**src/hdl/hps_io_pkg.sv**
```systemverilog
//////////////////////////////////////////////////
// host control channel definitions
//////////////////////////////////////////////////

package hps_io_pkg;

	//////////////////////////////////////////////////
	// bus and payload types
	//////////////////////////////////////////////////

	// host to fpga word bus, one word per strobe
	typedef struct packed {
		logic        strobe;
		logic        io_enable;
		logic        fp_enable;
		logic [15:0] din;
	} hps_bus_t;

	// reply and payload word
	typedef logic [15:0] io_word_t;

	// joystick buttons, two words per load
	typedef logic [31:0] joy_t;

	// core status, eight words per load
	typedef logic [127:0] status_t;

	//////////////////////////////////////////////////
	// user-io commands
	//////////////////////////////////////////////////

	localparam logic [7:0] CMD_JOY0       = 8'h02;
	localparam logic [7:0] CMD_JOY1       = 8'h03;
	localparam logic [7:0] CMD_STATUS     = 8'h1e;
	localparam logic [7:0] CMD_STATUS_REQ = 8'h29;

	//////////////////////////////////////////////////
	// file-io commands
	//////////////////////////////////////////////////

	// transfer start and stop
	localparam logic [7:0] FIO_FILE_TX     = 8'h53;
	// download data, one byte per word
	localparam logic [7:0] FIO_FILE_TX_DAT = 8'h54;
	localparam logic [7:0] FIO_FILE_INDEX  = 8'h55;

	// upper nibble of the status request flag word
	localparam logic [3:0] STFLG_TAG = 4'hA;

	// transfer start value the host uses for an upload
	localparam logic [7:0] UPLOAD_MARK = 8'hAA;

endpackage

```
**src/hdl/word_assembler.sv**
```systemverilog
//////////////////////////////////////////////////
// indexed word assembler
//////////////////////////////////////////////////

`timescale 1ns/1ps

module word_assembler
	import hps_io_pkg::*;
#(
	parameter type payload_t = joy_t
) (
	input  logic       clk_sys,
	input  logic       arst_n,
	input  logic       load,
	input  logic [3:0] index,
	input  io_word_t   word,
	output payload_t   payload
);

	// number of 16-bit slices in the payload
	localparam int N_SLICE = $bits(payload_t) / 16;

	logic [$bits(payload_t)-1:0] slices;
	logic                        index_ok;

	// indices past the last slice are dropped
	assign index_ok = (int'(index) < N_SLICE);

	always_ff @(posedge clk_sys or negedge arst_n) begin
		if (!arst_n) begin
			slices <= '0;
		end else if (load && index_ok) begin
			slices[16*index +: 16] <= word;
		end
	end

	assign payload = payload_t'(slices);

endmodule

```
**src/hdl/uio_decoder.sv**
```systemverilog
//////////////////////////////////////////////////
// user-io command decoder
//////////////////////////////////////////////////

`timescale 1ns/1ps

module uio_decoder
	import hps_io_pkg::*;
(
	input  logic     clk_sys,
	input  logic     arst_n,
	input  hps_bus_t bus,
	input  status_t  status_in,
	input  logic     status_set,
	output io_word_t reply,
	output joy_t     joystick_0,
	output joy_t     joystick_1,
	output status_t  status
);

	io_word_t   cmd;
	logic [3:0] word_cnt;
	logic [3:0] pay_idx;
	logic       pay_strobe;

	// status request capture
	logic       status_set_q;
	logic [3:0] stflg;
	status_t    status_req;
	logic       req_word;

	//////////////////////////////////////////////////
	// frame tracking
	//////////////////////////////////////////////////

	// word 0 is the command, payload word 1 lands on slice 0
	assign pay_strobe = bus.strobe && bus.io_enable && (word_cnt != 4'd0);
	assign pay_idx    = word_cnt - 4'd1;

	// 29 returns eight request words after the flag word
	assign req_word = (word_cnt != 4'd0) && (word_cnt <= 4'd8);

	always_ff @(posedge clk_sys or negedge arst_n) begin
		if (!arst_n) begin
			cmd      <= '0;
			word_cnt <= '0;
			reply    <= '0;
		end else if (!bus.io_enable) begin
			cmd      <= '0;
			word_cnt <= '0;
			reply    <= '0;
		end else if (bus.strobe) begin
			reply <= '0;
			if (word_cnt != 4'hf)
				word_cnt <= word_cnt + 4'd1;
			if (word_cnt == 4'd0) begin
				cmd <= bus.din;
				if (bus.din == io_word_t'(CMD_STATUS_REQ))
					reply <= {STFLG_TAG, 8'h00, stflg};
			end else if (cmd == io_word_t'(CMD_STATUS_REQ) && req_word) begin
				reply <= status_req[16*pay_idx[2:0] +: 16];
			end
		end
	end

	//////////////////////////////////////////////////
	// status request edge and flag counter
	//////////////////////////////////////////////////

	always_ff @(posedge clk_sys or negedge arst_n) begin
		if (!arst_n) begin
			status_set_q <= 1'b0;
			stflg        <= '0;
		end else begin
			status_set_q <= status_set;
			if (status_set && !status_set_q)
				stflg <= stflg + 4'd1;
		end
	end

	always_ff @(posedge clk_sys) begin
		if (status_set && !status_set_q)
			status_req <= status_in;
	end

	//////////////////////////////////////////////////
	// payload assemblers
	//////////////////////////////////////////////////

	word_assembler #(.payload_t(joy_t)) joy0_asm_i (
		.clk_sys (clk_sys),
		.arst_n  (arst_n),
		.load    (pay_strobe && cmd == io_word_t'(CMD_JOY0)),
		.index   (pay_idx),
		.word    (bus.din),
		.payload (joystick_0)
	);

	word_assembler #(.payload_t(joy_t)) joy1_asm_i (
		.clk_sys (clk_sys),
		.arst_n  (arst_n),
		.load    (pay_strobe && cmd == io_word_t'(CMD_JOY1)),
		.index   (pay_idx),
		.word    (bus.din),
		.payload (joystick_1)
	);

	word_assembler #(.payload_t(status_t)) status_asm_i (
		.clk_sys (clk_sys),
		.arst_n  (arst_n),
		.load    (pay_strobe && cmd == io_word_t'(CMD_STATUS)),
		.index   (pay_idx),
		.word    (bus.din),
		.payload (status)
	);

endmodule

```
**src/hdl/fio_loader.sv**
```systemverilog
//////////////////////////////////////////////////
// file-io download loader
//////////////////////////////////////////////////

`timescale 1ns/1ps

module fio_loader
	import hps_io_pkg::*;
#(
	parameter int ADDR_W = 27
) (
	input  logic              clk_sys,
	input  logic              arst_n,
	input  hps_bus_t          bus,
	output io_word_t          reply,
	output logic              ioctl_download,
	output io_word_t          ioctl_index,
	output logic              ioctl_wr,
	output logic [ADDR_W-1:0] ioctl_addr,
	output logic [7:0]        ioctl_dout
);

	io_word_t          cmd;
	logic              has_cmd;
	logic [1:0]        word_cnt;
	logic [ADDR_W-1:0] addr;
	logic              fp_strobe;

	// first write stage
	logic              wr_q;
	logic [ADDR_W-1:0] addr_q;
	logic [7:0]        dat_q;

	assign fp_strobe = bus.strobe && bus.fp_enable;

	// no read path, the host only downloads
	assign reply = '0;

	//////////////////////////////////////////////////
	// command and transfer state
	//////////////////////////////////////////////////

	always_ff @(posedge clk_sys or negedge arst_n) begin
		if (!arst_n) begin
			cmd            <= '0;
			has_cmd        <= 1'b0;
			word_cnt       <= '0;
			addr           <= '0;
			ioctl_download <= 1'b0;
			ioctl_index    <= '0;
			wr_q           <= 1'b0;
		end else begin
			wr_q <= 1'b0;
			if (!bus.fp_enable) begin
				has_cmd <= 1'b0;
			end else if (fp_strobe && !has_cmd) begin
				cmd      <= bus.din;
				has_cmd  <= 1'b1;
				word_cnt <= '0;
			end else if (fp_strobe) begin
				if (word_cnt != 2'd3)
					word_cnt <= word_cnt + 2'd1;
				case (cmd)
					io_word_t'(FIO_FILE_INDEX): ioctl_index <= bus.din;
					io_word_t'(FIO_FILE_TX): begin
						case (word_cnt)
							2'd0: begin
								// an upload request is left alone
								if (bus.din[7:0] == 8'h00) begin
									ioctl_download <= 1'b0;
								end else if (bus.din[7:0] != UPLOAD_MARK) begin
									ioctl_download <= 1'b1;
									addr           <= '0;
								end
							end
							2'd1: addr[15:0] <= bus.din;
							// upper bits above 16, truncated to the address width
							2'd2: addr <= ADDR_W'({bus.din, addr[15:0]});
							default: ;
						endcase
					end
					io_word_t'(FIO_FILE_TX_DAT): begin
						if (ioctl_download) begin
							wr_q <= 1'b1;
							addr <= addr + 1'b1;
						end
					end
					default: ;
				endcase
			end
		end
	end

	//////////////////////////////////////////////////
	// two stage write pulse
	//////////////////////////////////////////////////

	always_ff @(posedge clk_sys) begin
		if (fp_strobe && has_cmd) begin
			addr_q <= addr;
			dat_q  <= bus.din[7:0];
		end
		if (wr_q)
			ioctl_dout <= dat_q;
	end

	always_ff @(posedge clk_sys or negedge arst_n) begin
		if (!arst_n) begin
			ioctl_wr   <= 1'b0;
			ioctl_addr <= '0;
		end else begin
			ioctl_wr <= wr_q;
			if (wr_q)
				ioctl_addr <= addr_q;
		end
	end

endmodule

```
**src/hdl/hps_io_lite.sv**
```systemverilog
//////////////////////////////////////////////////
// host io control channel
//////////////////////////////////////////////////

`timescale 1ns/1ps

module hps_io_lite
	import hps_io_pkg::*;
#(
	parameter int ADDR_W = 27
) (
	input  logic              clk_sys,
	input  logic              arst_n,
	input  hps_bus_t          bus,
	output io_word_t          dout,
	output logic              bus_wait,
	input  status_t           status_in,
	input  logic              status_set,
	input  logic              ioctl_wait,
	output joy_t              joystick_0,
	output joy_t              joystick_1,
	output status_t           status,
	output logic              ioctl_download,
	output io_word_t          ioctl_index,
	output logic              ioctl_wr,
	output logic [ADDR_W-1:0] ioctl_addr,
	output logic [7:0]        ioctl_dout
);

	io_word_t uio_reply;
	io_word_t fio_reply;

	uio_decoder uio_decoder_i (
		.clk_sys    (clk_sys),
		.arst_n     (arst_n),
		.bus        (bus),
		.status_in  (status_in),
		.status_set (status_set),
		.reply      (uio_reply),
		.joystick_0 (joystick_0),
		.joystick_1 (joystick_1),
		.status     (status)
	);

	fio_loader #(.ADDR_W(ADDR_W)) fio_loader_i (
		.clk_sys        (clk_sys),
		.arst_n         (arst_n),
		.bus            (bus),
		.reply          (fio_reply),
		.ioctl_download (ioctl_download),
		.ioctl_index    (ioctl_index),
		.ioctl_wr       (ioctl_wr),
		.ioctl_addr     (ioctl_addr),
		.ioctl_dout     (ioctl_dout)
	);

	// file-io frames answer from the loader
	assign dout = bus.fp_enable ? fio_reply : uio_reply;

	// the core pauses the host directly
	assign bus_wait = ioctl_wait;

endmodule

```
**config.mk**
```make
export PLATFORM = sky130hd
export DESIGN_NAME = hps_io_lite
export DESIGN_NICKNAME = d
export VERILOG_FILES = /design/src/hdl/hps_io_pkg.sv /design/src/hdl/word_assembler.sv /design/src/hdl/uio_decoder.sv /design/src/hdl/fio_loader.sv /design/src/hdl/hps_io_lite.sv
export SDC_FILE = /design/constraint.sdc
export NUM_CORES = 1
export LEC_CHECK = 0
export BUFFER_PORTS_ARGS = -buffer_cell sky130_fd_sc_hd__buf_2
export CAP_MARGIN = 20
export CORE_AREA = 2 2 270 272
export CTS_CLUSTER_DIAMETER = 40
export DETAILED_ROUTE_END_ITERATION = 8
export DIE_AREA = 0 0 272 274
export PLACE_DENSITY = 0.55
export SYNTH_ARGS = -nofsm -noshare
export SYNTH_HDL_FRONTEND = slang
export SYNTH_SLANG_ARGS = --single-unit
export TNS_END_PERCENT = 100
```
**constraint.sdc**
```tcl
create_clock -name clk_sys -period 10.05 [get_ports clk_sys]
set_clock_uncertainty 0.05 [all_clocks]
set_input_delay 2.01 -clock clk_sys [delete_from_list [all_inputs] [get_ports clk_sys]]
set_output_delay 2.01 -clock clk_sys [all_outputs]
set_load 0.01 [all_outputs]
```
Yosys cells after proc, flatten, opt, wreduce, memory -nomap -nowiden
Cells that the tools add are included.

word-level totals
  register bits = 496
  input port bits = 151

operators by class
  add/sub/neg operators = 6
  order comparisons = 3
  eq/ne operators = 22
  shift operators = 5
  mux-type cells = 33
  bitwise operators = 1
  reduce and logical (&&, ||, !) cells = 32

operator list
  operator                     count
  $mux W16                     9
  $bwmux W128                  1
  $shift A16 B34 Y128 const A  1
  $shiftx A128 B8 Y16          1
  $shiftx A16 B34 Y128         1
  $mux W27                     3
  $bwmux W32                   2
  $pmux W27 S2                 1
  $eq A16 B7 Y1 const B        3
  $neg A8 Y34                  1
  $shift A16 B34 Y32 const A   1
  $shiftx A16 B34 Y32          1
  $eq A16 B2 Y1 const B        2
  $eq A16 B6 Y1 const B        2
  $pmux W16 S2                 1
  $add A27 B1 Y27 const B      1
  $pmux W11 S2                 1
  $eq A16 B5 Y1 const B        1
  $reduce_and A8 Y1            2
  $logic_and A1 B1 Y1          14
  $mux W4                      3
  $ne A2 B1 Y1 const B         5
  $mux W1                      9
  $add A4 B1 Y4 const B        2
  other kinds (25)             34

Depth between registers and ports, before layout
  depth in word-level cells = 7
  gate-level depth with buffers = 15
  mapped depth without buffers = 10

Cells and area by module
From an unflattened synthesis, not the netlist that was laid out.

unflattened totals
  cells, all modules = 1,390
  area total of the unflattened synthesis = 21,219.1 um2

by module, submodules not included
  module                                       times used  cells each  area each (um2)
  uio_decoder                                  1           360         6,700.2
  fio_loader                                   1           458         5,983.2
  word_assembler (uio_decoder_i.status_asm_i)  1           387         5,477.8
  word_assembler (uio_decoder_i.joy0_asm_i)    1           83          1,401.3
  word_assembler (uio_decoder_i.joy1_asm_i)    1           83          1,400.1
  hps_io_lite                                  1           19          256.5

Worst setup path before layout
No wires, ideal clock.

  path kind = input -> register
  start = input status_set
  end = register uio_decoder_i.stflg[3]
  setup time = 0.136 ns
  arrival = 6.347 ns
  data required time = 9.864 ns
  setup slack = 3.517 ns
  stages = 4
  cell sequence = nor2b_1 clkbuf_1 nand4_1 xnor2_1

between the ends
  cells in the longest elaborated chain, start to end = 1

RTL lines
  item                    line               text
  start: declaration      hps_io_lite.sv:18  input logic status_set,
  $logic_and A1 B1 Y1     uio_decoder.sv:76  if (status_set && !status_set_q)
  end signal: assignment  uio_decoder.sv:77  stflg <= stflg + 4'd1;
  end: declaration        uio_decoder.sv:28  logic [3:0] stflg;

No other way between the ends.
A chain may end at the register's enable or synchronous reset.

Worst setup path in the final report
  start = input bus[16] (netlist name)
  end = output dout[11]

between the ends
  cells in the longest elaborated chain, start to end = 1

RTL lines
  item                line               text
  start: declaration  hps_io_lite.sv:14  input hps_bus_t bus,
  $mux W16            hps_io_lite.sv:58  assign dout = bus.fp_enable ? fio_reply : uio_reply;
  end: declaration    hps_io_lite.sv:15  output io_word_t dout,

No other way between the ends.

==> impl_metrics.py <==
metrics = {
    "run": {
        "maxCapViolations": 0,
    },
    "detailed_routing": {
        "drtIter0Drc": 1019,
        "vias": 14000,
        "routed_via_density": 4.79,
        "firstDrtPassIters": 6,
        "wl_um": 63600,
        "wl_per_cell_um": 21.7,
        "ant_nets": 0,
        "drc": 0,
    },
    "layout": {
        "final_cell_mix": "409 x buf_2, 324 x dfrtp_1, 188 x mux2_2, 171 x edfxtp_1, 89 x clkbuf_16",
        "final_cells": 2930,
        "drive_gt1_frac": 0.428,
        "syn2layout_area_growth_pct": 30.1,
        "final_nets": 2060,
        "fin_area_sq_um": 26700,
        "final_common_cell": "buf_2",
        "final_core_util": 0.371,
        "fillCellCount": 6969,
    },
    "min_path": {
        "whs_path_depth": 0,
        "hp-class": "flip-flop to flip-flop",
        "min_from": "fio_loader_i.dat_q[0]",
        "holdPathEnd": "fio_loader_i.ioctl_dout[0]",
    },
    "pwr": {
        "pwr-share-comb": 0.066,
        "p_sw_frac": 0.250,
        "p_per_area_nw_per_um2": 205,
        "seqPwrFrac": 0.399,
        "power_frac_clock": 0.535,
        "max-vdd-ir-drop_mv": 0.132,
        "internal_power_mw": 4.11,
        "leakage_nw": 12.3,
        "power_switching_mw": 1.37,
        "fin_total_pwr_mw": 5.48,
    },
    "critical_path": {
        "start_kind": "primary input",
        "path_class": "primary input to output port",
        "cp_slowest_stage_delay_ns": 0.41,
        "reg2reg_to": "uio_decoder_i.status_asm_i.payload[15]",
        "worst-path-buf-inv": 2,
        "path_max_fanout": 19,
        "cp.arrival_ns": 2.72,
        "r2r_start": "uio_decoder_i.word_cnt[0]",
        "slowest_stage": "buf_2",
        "rrSetupSlack_ns": 5.48,
        "cp_common_cell": "buf_2",
        "startpoint": "bus[16]",
        "r2r_cells": 9,
        "end_kind": "output port",
        "cp.required_ns": 7.99,
        "path_cells": "buf_2 -> nor2b_1 -> buf_2",
        "cpLargestDelayFamily": "buffers and inverters",
    },
    "sta": {
        "hold_ws_ns": 0.362,
        "hold_violations": 0,
        "max_freq_mhz": 209,
        "drv_slew": 0,
        "setup_violations": 0,
        "finalCritPeriodShare": 0.475,
        "fin_tns_setup_ns": 0,
        "tightest_slew_ns": 1.07,
        "fin_crit_ns": 4.78,
        "layout_setup_ws_ns": 5.27,
        "rsz0062_at_grt": "false",
        "max_slew_margin": 0.283,
    },
    "global_route": {
        "antenna_found_initial": 8,
        "gr-total-overflow": 0,
        "grt_pass1_wl_um": 93900,
        "grtUsageTotal": 0.169,
        "grt_pass1_vias": 14600,
        "grt_max_degree": 177,
    },
    "clocking": {
        "post_cts_resized": 0,
        "insertion_delay_ns": 0.64,
        "hold_buffers": 0,
        "cts.htree.levels": 3,
        "clockBufferDepth": 3,
        "cts_tree": "built",
        "cts-root-buf": "clkbuf_16",
        "cts-buffers-inserted": 88,
        "cts_setup_buffers": 0,
        "numClockSinks": 496,
        "clkSlewWorstSetupHoldPaths_ns": 0.05,
    },
    "logic_synthesis": {
        "yosys.area_share.simple": 0.0840,
        "ys_ff_latch": 496,
        "synth.net_count": 1625,
        "ys_warn_count": 0,
        "yosysSeqAreaShare": 0.647,
        "synth_edf_count": 171,
        "netlist_area_sq_um": 20500,
        "synth_xor_area_frac": 0.00366,
        "synth_top_family_by_area": "multiplexers",
        "avgSynthCellArea_sq_um": 14.0,
        "synthArstFlopShare": 0.655,
        "synth_mux_area_frac": 0.156,
        "postSynthCellCount": 1461,
        "ys_types": 69,
        "synth_compound_area_frac": 0.0691,
        "synth_fa_ha_area_frac": 0.00793,
        "yosys_most_used_dff": "dfrtp_1",
    },
    "floorplan": {
        "rows": 99,
        "die_y_um": 274,
        "start_util": 0.285,
        "core-area_sq_um": 72000,
        "ios": 413,
        "dieArea_sq_um": 74500,
        "die_w_um": 272,
    },
    "placement": {
        "post_dp_cell_area_sq_um": 23700,
        "dp_hpwl_um": 40900,
        "port_buffers": 410,
        "dp.cells": 2761,
        "gp_congestion": 0.818,
        "pre_cts_ws_ns": 5.11,
    },
    "outcome": {
        "status": "finished clean",
    },
}
-- worst register-to-register path, stage by stage (launching register included) --
cell and delay (ns):
dfrtp_2 0.33, buf_4 0.68, inv_1 0.25, ha_1 0.38
xor2_4 0.18, buf_4 0.30, nor4_4 0.87, nand2_1 0.59
or2_1 0.57, o21ai_0 0.26
-- cell usage after synthesis, types with 25 or more instances --
cell / number / area share
and2_1: 43 / 0.013
edfxtp_1: 171 / 0.25
mux2_2: 188 / 0.10
inv_1: 61 / 0.011
a22o_1: 25 / 0.011
mux2i_1: 31 / 0.015
nand2_1: 78 / 0.014
o21ai_0: 78 / 0.019
nand3_1: 57 / 0.014
a31oi_1: 30 / 0.0091
clkbuf_1: 79 / 0.014
mux4_2: 32 / 0.035
dfrtp_1: 325 / 0.40
-- registers in the layout, summed over array words and instances (netlist names), 16 cells and up --
name and count:
uio_decoder_i.cmd 16, fio_loader_i.ioctl_addr 27, uio_decoder_i.joy1_asm_i.payload 32, fio_loader_i.cmd 16, fio_loader_i.addr 27, uio_decoder_i.status_req 128, fio_loader_i.addr_q 27, uio_decoder_i.joy0_asm_i.payload 32
fio_loader_i.ioctl_index 16, uio_decoder_i.reply 16, uio_decoder_i.status_asm_i.payload 128
-- power by group through the flow --
stage                     Combinational (mW)  Sequential (mW)  Clock [mW]
final                                  0.364             2.18        2.93
after global routing                   0.402             2.19        3.10
after CTS                              0.372             2.18        3.00
after detailed placement               0.371             2.22           0
after global placement                 0.360             2.22           0
after floorplan                        0.209             2.21           0
-- layout make-up --
cell class	instances	area [sq um]	area share
Multi-Input combinational cell	801	6650	0.249
Clock buffer	101	2290	0.0858
Antenna cell	1	2.50	0.0000937
Tap cell	959	1200	0.0449
Inverter	61	229	0.00857
Sequential cell	496	13300	0.497
Clock inverter	63	657	0.0246
Timing Repair Buffer	448	2400	0.0900
-- metal layers --
layer | vias to the layer above | share of wire | global-route usage
li1 | 6274 | - | -
met1 | 7106 | 0.41 | 0.206
met2 | 541 | 0.48 | 0.279
met3 | 122 | 0.079 | 0.0519
met4 | 6 | 0.030 | 0.0674
met5 | - | 0.00063 | 0
-- cells by family (layout without fill, tap and decap cells) --
group	after synthesis	in the layout
simple gates	310	310
fa+ha+maj	13	13
mux	256	256
flops	496	496
buf+inv	164	673
other cells	0	1
xor+xnor	7	7
compound gates	215	215
-- worst max-delay path by stage --
| stage | end | cells past startpoint |
|---|---|---|
| 2_1_floorplan | uio_decoder_i.stflg[3] | 4 |
| 3_3_place_gp | uio_decoder_i.status_asm_i.payload[81] | 6 |
| 3_5_place_dp | uio_decoder_i.status_asm_i.payload[81] | 6 |
| 4_1_cts | dout[11] | 3 |
| 5_1_grt | uio_decoder_i.status_asm_i.payload[11] | 9 |
| 6_report | dout[11] | 3 |
Power figures use the tool's default switching activity.
